--- src/verilog/fpga_pkg.sv ---
package fpga_pkg;

  // LUT inputs per slice, also slices per tile
  localparam int lut_k = 4;

  // Truth table entries for one LUT
  localparam int tt_w = 1 << lut_k;

  // Width of a slice index inside a tile
  localparam int sel_w = $clog2(lut_k);

  // Truth table plus two mode bits
  localparam int slice_cfg_w = tt_w + 2;

  // Whole tile configuration, one field per slice
  localparam int tile_cfg_w = lut_k * slice_cfg_w;

  // Mode field position inside a slice field
  localparam int mode_lsb = tt_w;

  // Slice operation
  // Bit 0 of the mode selects the output flop
  // Bit 1 of the mode enables the carry logic
  typedef enum logic [1:0] {
    // LUT value straight out
    mode_comb      = 2'b00,
    // LUT value through the flop
    mode_reg       = 2'b01,
    // LUT value XOR carry in, unregistered
    mode_carry     = 2'b10,
    // Sum through the flop
    mode_carry_reg = 2'b11
  } slice_mode_e;

endpackage

--- src/verilog/config_chain.sv ---
module config_chain (
  input  logic                            clk,
  input  logic                            rst_n,
  input  logic                            cen,
  input  logic                            cset,
  input  logic                            shift_in,
  output logic                            shift_out,
  output logic [fpga_pkg::tile_cfg_w-1:0] active_cfg
);

  // Shadow chain, filled serially while the fabric keeps running
  logic [fpga_pkg::tile_cfg_w-1:0] shadow;

  // Active bits seen by the slices
  logic [fpga_pkg::tile_cfg_w-1:0] active_q;

  // New bit enters at index 0
  // Everything moves up one place per enabled clock
  always_ff @(posedge clk) begin
    if (!rst_n) begin
      shadow <= '0;
    end else if (cen) begin
      shadow <= {shadow[fpga_pkg::tile_cfg_w-2:0], shift_in};
    end
  end

  // Whole shadow copied at once on cset
  always_ff @(posedge clk) begin
    if (!rst_n) begin
      active_q <= '0;
    end else if (cset) begin
      active_q <= shadow;
    end
  end

  // Top bit continues into the tile above
  assign shift_out = shadow[fpga_pkg::tile_cfg_w-1];

  assign active_cfg = active_q;

  // Latching while shifting would capture a half-loaded stream
  property p_no_latch_during_shift;
    @(posedge clk) disable iff (!rst_n)
      cset |-> !cen;
  endproperty

  a_no_latch_during_shift: assert property (p_no_latch_during_shift)
    else $error("cset raised while cen is still high");

endmodule

--- src/verilog/lut_slice.sv ---
module lut_slice (
  input  logic                             clk,
  input  logic                             rst_n,
  input  logic                             en,
  input  logic [fpga_pkg::slice_cfg_w-1:0] cfg,
  input  logic [fpga_pkg::lut_k-1:0]       lut_in,
  input  logic [fpga_pkg::sel_w-1:0]       gen_sel,
  input  logic                             carry_in,
  output logic                             carry_out,
  output logic                             q
);

  // Decoded configuration
  logic [fpga_pkg::tt_w-1:0] truth_tab;
  fpga_pkg::slice_mode_e     mode;

  // Mode flags
  logic use_carry;
  logic use_reg;

  // LUT value and the pre-flop result
  logic lut_val;
  logic comb_val;

  // Output flop
  logic q_reg;

  assign truth_tab = cfg[fpga_pkg::tt_w-1:0];
  assign mode      = fpga_pkg::slice_mode_e'(cfg[fpga_pkg::mode_lsb +: 2]);

  always_comb begin
    case (mode)
      fpga_pkg::mode_comb: begin
        use_carry = 1'b0;
        use_reg   = 1'b0;
      end
      fpga_pkg::mode_reg: begin
        use_carry = 1'b0;
        use_reg   = 1'b1;
      end
      fpga_pkg::mode_carry: begin
        use_carry = 1'b1;
        use_reg   = 1'b0;
      end
      default: begin
        use_carry = 1'b1;
        use_reg   = 1'b1;
      end
    endcase
  end

  // Whole west bus indexes the table
  assign lut_val = truth_tab[lut_in];

  // Sum bit when carry logic is on
  assign comb_val = use_carry ? (lut_val ^ carry_in) : lut_val;

  // LUT value 1 propagates, 0 generates from own west bit
  // Without carry mode the chain just passes through
  assign carry_out = !use_carry ? carry_in :
                     lut_val    ? carry_in : lut_in[gen_sel];

  always_ff @(posedge clk) begin
    if (!rst_n) begin
      q_reg <= 1'b0;
    end else if (en) begin
      q_reg <= comb_val;
    end
  end

  assign q = use_reg ? q_reg : comb_val;

  // Output settles to a known value one cycle out of reset
  property p_q_known;
    @(posedge clk) disable iff (!rst_n)
      $past(rst_n) |-> !$isunknown(q);
  endproperty

  a_q_known: assert property (p_q_known)
    else $error("slice output unknown after reset");

endmodule

--- src/verilog/clb_tile.sv ---
module clb_tile (
  input  logic                       clk,
  input  logic                       rst_n,
  input  logic                       en,
  input  logic                       cen,
  input  logic                       cset,
  input  logic                       shift_in,
  output logic                       shift_out,
  input  logic [fpga_pkg::lut_k-1:0] west_in,
  output logic [fpga_pkg::lut_k-1:0] east_out,
  input  logic                       carry_in,
  output logic                       carry_out
);

  // Active configuration of the whole tile
  logic [fpga_pkg::tile_cfg_w-1:0] active_cfg;

  // Carry ripple, entry 0 from below, last entry leaves upward
  logic [fpga_pkg::lut_k:0] carry_link;

  // Tile's slice of the column chain
  config_chain u_cfg (
    .clk        (clk),
    .rst_n      (rst_n),
    .cen        (cen),
    .cset       (cset),
    .shift_in   (shift_in),
    .shift_out  (shift_out),
    .active_cfg (active_cfg)
  );

  assign carry_link[0] = carry_in;

  genvar s;
  generate
    for (s = 0; s < fpga_pkg::lut_k; s = s + 1) begin : g_slice
      // Slice s picks its own west bit as generate input
      localparam logic [fpga_pkg::sel_w-1:0] gen_idx = s;

      // Field s of the tile configuration
      logic [fpga_pkg::slice_cfg_w-1:0] slice_cfg;

      assign slice_cfg = active_cfg[s*fpga_pkg::slice_cfg_w +: fpga_pkg::slice_cfg_w];

      lut_slice u_slice (
        .clk       (clk),
        .rst_n     (rst_n),
        .en        (en),
        .cfg       (slice_cfg),
        .lut_in    (west_in),
        .gen_sel   (gen_idx),
        .carry_in  (carry_link[s]),
        .carry_out (carry_link[s+1]),
        .q         (east_out[s])
      );
    end
  endgenerate

  // Slice 3 carry continues into the tile above
  assign carry_out = carry_link[fpga_pkg::lut_k];

endmodule

--- src/verilog/fpga.sv ---
module fpga #(
  parameter int MX = 3,
  parameter int MY = 4
) (
  input  logic                          clk,
  input  logic                          rst_n,
  input  logic                          en,
  // Per-column shift enable
  input  logic [MX-1:0]                 cen,
  // Per-column configuration latch
  input  logic [MX-1:0]                 cset,
  input  logic [MX-1:0]                 shift_in,
  // West edge, one nibble per row
  input  logic [MY*fpga_pkg::lut_k-1:0] data_in,
  input  logic [MX-1:0]                 carry_in_col,
  // East edge, one nibble per row
  output logic [MY*fpga_pkg::lut_k-1:0] data_out,
  output logic [MX-1:0]                 carry_out_col
);

  // Tile outputs, indexed [x][y]
  logic                       shift_up [MX][MY];
  logic                       carry_up [MX][MY];
  logic [fpga_pkg::lut_k-1:0] east_bus [MX][MY];

  genvar x;
  genvar y;
  generate
    for (x = 0; x < MX; x = x + 1) begin : g_col
      for (y = 0; y < MY; y = y + 1) begin : g_row
        // Tile inputs from the neighbors
        logic                       tile_shift;
        logic                       tile_carry;
        logic [fpga_pkg::lut_k-1:0] tile_west;

        // Bottom tile takes the column pins
        if (y == 0) begin : g_bottom
          assign tile_shift = shift_in[x];
          assign tile_carry = carry_in_col[x];
        end else begin : g_stack
          assign tile_shift = shift_up[x][y-1];
          assign tile_carry = carry_up[x][y-1];
        end

        // West column reads the edge pins
        if (x == 0) begin : g_west_edge
          assign tile_west = data_in[y*fpga_pkg::lut_k +: fpga_pkg::lut_k];
        end else begin : g_west_tile
          assign tile_west = east_bus[x-1][y];
        end

        clb_tile u_clb (
          .clk       (clk),
          .rst_n     (rst_n),
          .en        (en),
          .cen       (cen[x]),
          .cset      (cset[x]),
          .shift_in  (tile_shift),
          .shift_out (shift_up[x][y]),
          .west_in   (tile_west),
          .east_out  (east_bus[x][y]),
          .carry_in  (tile_carry),
          .carry_out (carry_up[x][y])
        );
      end

      // Top of each carry chain
      assign carry_out_col[x] = carry_up[x][MY-1];
    end

    // East edge from the last column
    for (y = 0; y < MY; y = y + 1) begin : g_east
      assign data_out[y*fpga_pkg::lut_k +: fpga_pkg::lut_k] = east_bus[MX-1][y];
    end
  endgenerate

endmodule

--- config.mk ---
export PLATFORM = sky130hd
export DESIGN_NAME = fpga
export DESIGN_NICKNAME = d
export VERILOG_FILES = /design/src/verilog/fpga_pkg.sv /design/src/verilog/config_chain.sv /design/src/verilog/lut_slice.sv /design/src/verilog/clb_tile.sv /design/src/verilog/fpga.sv
export SDC_FILE = /design/constraint.sdc
export NUM_CORES = 2
export LEC_CHECK = 0
export BUFFER_PORTS_ARGS = -buffer_cell sky130_fd_sc_hd__buf_4
export CAP_MARGIN = 20
export CORE_MARGIN = 2
export CORE_UTILIZATION = 55
export DETAILED_ROUTE_END_ITERATION = 8
export GPL_TIMING_DRIVEN = 0
export HOLD_SLACK_MARGIN = 0.06
export PLACE_DENSITY = 0.71
export SKIP_CTS_REPAIR_TIMING = 1
export SYNTH_ARGS = -nofsm -noshare
export SYNTH_HDL_FRONTEND = slang
export SYNTH_HIERARCHICAL = 1
export SYNTH_SLANG_ARGS = --single-unit
--- constraint.sdc ---
create_clock -name clk -period 31.3 [get_ports clk]
set_input_delay 0 -clock clk [delete_from_list [all_inputs] [get_ports clk]]
set_output_delay 0 -clock clk [all_outputs]
set_load 0.1 [all_outputs]
==> impl_metrics.yaml <==
layout:
  layout.cells.most_common: "mux2i_1"
  layout_common_cells: "mux2i_1 (2112), nor2b_1 (1776), dfxtp_1 (1776), clkbuf_16 (192), buf_8 (169)"
  final_util: 0.625
  syn_to_final_growth_pct: 12.6
  fillers: 11800
  drive_above_1_share: 0.117
  multi_input_area_um2: 42700
  regArea_um2: 35600
  fin_nets: 7542
logic_synthesis:
  synth_cells: 7128
  seq_area_frac_synth: 0.433
  ys_types: 27
  avgSynthCellArea_um2: 11.5
  synth_area_um2: 82100
  ys_ff_latch: 1776
  yosysTopAreaCell: "dfxtp_1"
  async_reset_ff_frac: 0
  synthFlopType: "dfxtp_1"
  yosysTopAreaCellShare: 0.433
  synth_enable_flop_cells: 0
  yosys_warnings: 6
  synth_area_leaders: "dfxtp_1 (43%), mux2i_1 (26%), nor2b_1 (14%)"
worst_setup_path:
  path_depth: 42
  r2r_cells: 41
  slowest_delay_ns: 0.95
  cpMaxStageDelayCell: "a2111oi_2"
  required_ns: 31.30
  critPathLaunchType: "register"
  critical_path_class: "register to output pin"
  path_common_cell: "mux2_2"
  cp.arrival_ns: 14.49
  crit_family: "multiplexers"
  crit_fanout: 9
  cp-end-kind: "output pin"
  critPathBufInv: 3
clock_network:
  clkSinkCount: 1776
  clock_latency_ns: 0.80
  htreeDepth: 4
  clkTransAtPathRegs_ns: 0.06
  cts_buffer_depth: 3
  cts_root_buf: "clkbuf_16"
  numCtsBuffers: 186
  tritoncts: "done"
hold_path:
  min_path_type: "input port to register"
  whs_path_depth: 4
floorplanning:
  die_y_um: 390
  die_area_um2: 152000
  core-area_um2: 148000
  start_util: 0.555
  io_pins: 50
  die_x_um: 390
  rows: 141
placed_design:
  dp_slack_ns: 17.65
  numPortBuffers: 39
  hpwl_um: 104000
  place.gp.congestion: 0.754
route:
  vias_per_cell: 5.33
  route.detailed.wl_per_inst_um: 16.4
  dr.pass1.iters: 5
  ant_nets: 0
  drc: 0
  drt_iter0_drc: 2201
  vias: 51200
  routed_wl_um: 157000
timing:
  finalCritPeriodShare: 0.463
  finalSetupViolCount: 0
  drv_slew: 0
  finalSetupTns_ns: 0
  fin_ws_ns: 16.81
  rsz0062_at_grt: "false"
  timing.slew.headroom: 0.235
  hold_viol: 0
  period_needed_ns: 14.49
  clock_skew_ns: 0.0271
  worst_slew_pin_slew_ns: 1.15
  timing.fmax_mhz: 69.0
pwr:
  power_mw: 4.82
  cellPowerDensity_nw_per_um2: 52.1
  leakagePower_nw: 36.0
  irDropWorstVdd_v: 0.0000591
grt:
  grt_use_total: 0.202
  overflow: 0
  antenna_found_initial: 0
  grt_pass1_wl_um: 260000
  grt_pass1_vias: 49900
  grt_max_degree: 114
flow_run:
  max-cap-violations: 0
run_status:
  status: "finished, final reports clean"
## metal layers
metal  global-route usage  wire [µm]
met5                    0          0
met3               0.0302       4260
met2                0.317      69600
met4               0.0559       3120
met1                0.290      80100
## area by class of cell
type | instances | area share
Multi-Input combinational cell | 4944 | 0.462
Sequential cell | 1776 | 0.385
Clock buffer | 271 | 0.0593
Buffer | 432 | 0.0458
Tap cell | 1930 | 0.0261
Timing Repair Buffer | 123 | 0.0129
Clock inverter | 70 | 0.00765
Inverter | 48 | 0.00195
Antenna cell | 1 | 0.0000271
## cell usage after synthesis, drive strengths merged, types with 96 or more instances
cell type,count
mux2i,2112
dfxtp,1776
nor2b,1776
buf,288
clkbuf,144
mux4,144
and3b,96
nand2,96
nor4,96
## stage by stage
| stage | std cells | instance area, µm² | hold WS, ns |
|---|---|---|---|
| 6_report | 9595 | 92500 | 0.0449 |
| 5_1_grt | 9594 | 92500 | 0.0644 |
| 2_1_floorplan | 7200 | 82400 | 0.147 |
| 3_5_place_dp | 9195 | 85700 | 0.270 |
| 3_3_place_gp | 9169 | 85100 | 0.256 |
| 4_1_cts | 9536 | 91900 | -0.593 |
## final timing paths
path | end | slack [ns] | from
hold reg to reg | g_col[0].g_row[2].u_clb/u_cfg/active_cfg[42] | 0.51 | g_col[0].g_row[2].u_clb/u_cfg/active_cfg[42]
setup reg to reg | register | 18.04 | g_col[0].g_row[0].u_clb/u_cfg/active_cfg[8]
setup / recovery | data_out[15] | 16.81 | g_col[0].g_row[0].u_clb/u_cfg/active_cfg[8]
hold / removal | register | 0.04 | data_in[5]
## logic make-up after synthesis
| kind of cell | Yosys count | synth area share |
|---|---|---|
| other cells | 24 | 0.00110 |
| simple gates | 2304 | 0.179 |
| mux | 2304 | 0.306 |
| flops | 1776 | 0.433 |
| buf+inv | 480 | 0.0538 |
| compound gates | 240 | 0.0271 |
## tightest hold or removal path, stage by stage
cell and delay [ns]:
buf_4 0.23, mux4_2 0.34, and3b_1 0.17, nor4_1 0.05
## power by group
part / leakage (nW) / switching, mW / internal (mW) / total (mW)
Combinational: 18.6 / 0.170 / 0.169 / 0.339
Sequential: 14.3 / 0.00235 / 2.26 / 2.27
Clock: 3.07 / 0.905 / 1.31 / 2.22
No activity file was read; power rests on OpenSTA's default activity.
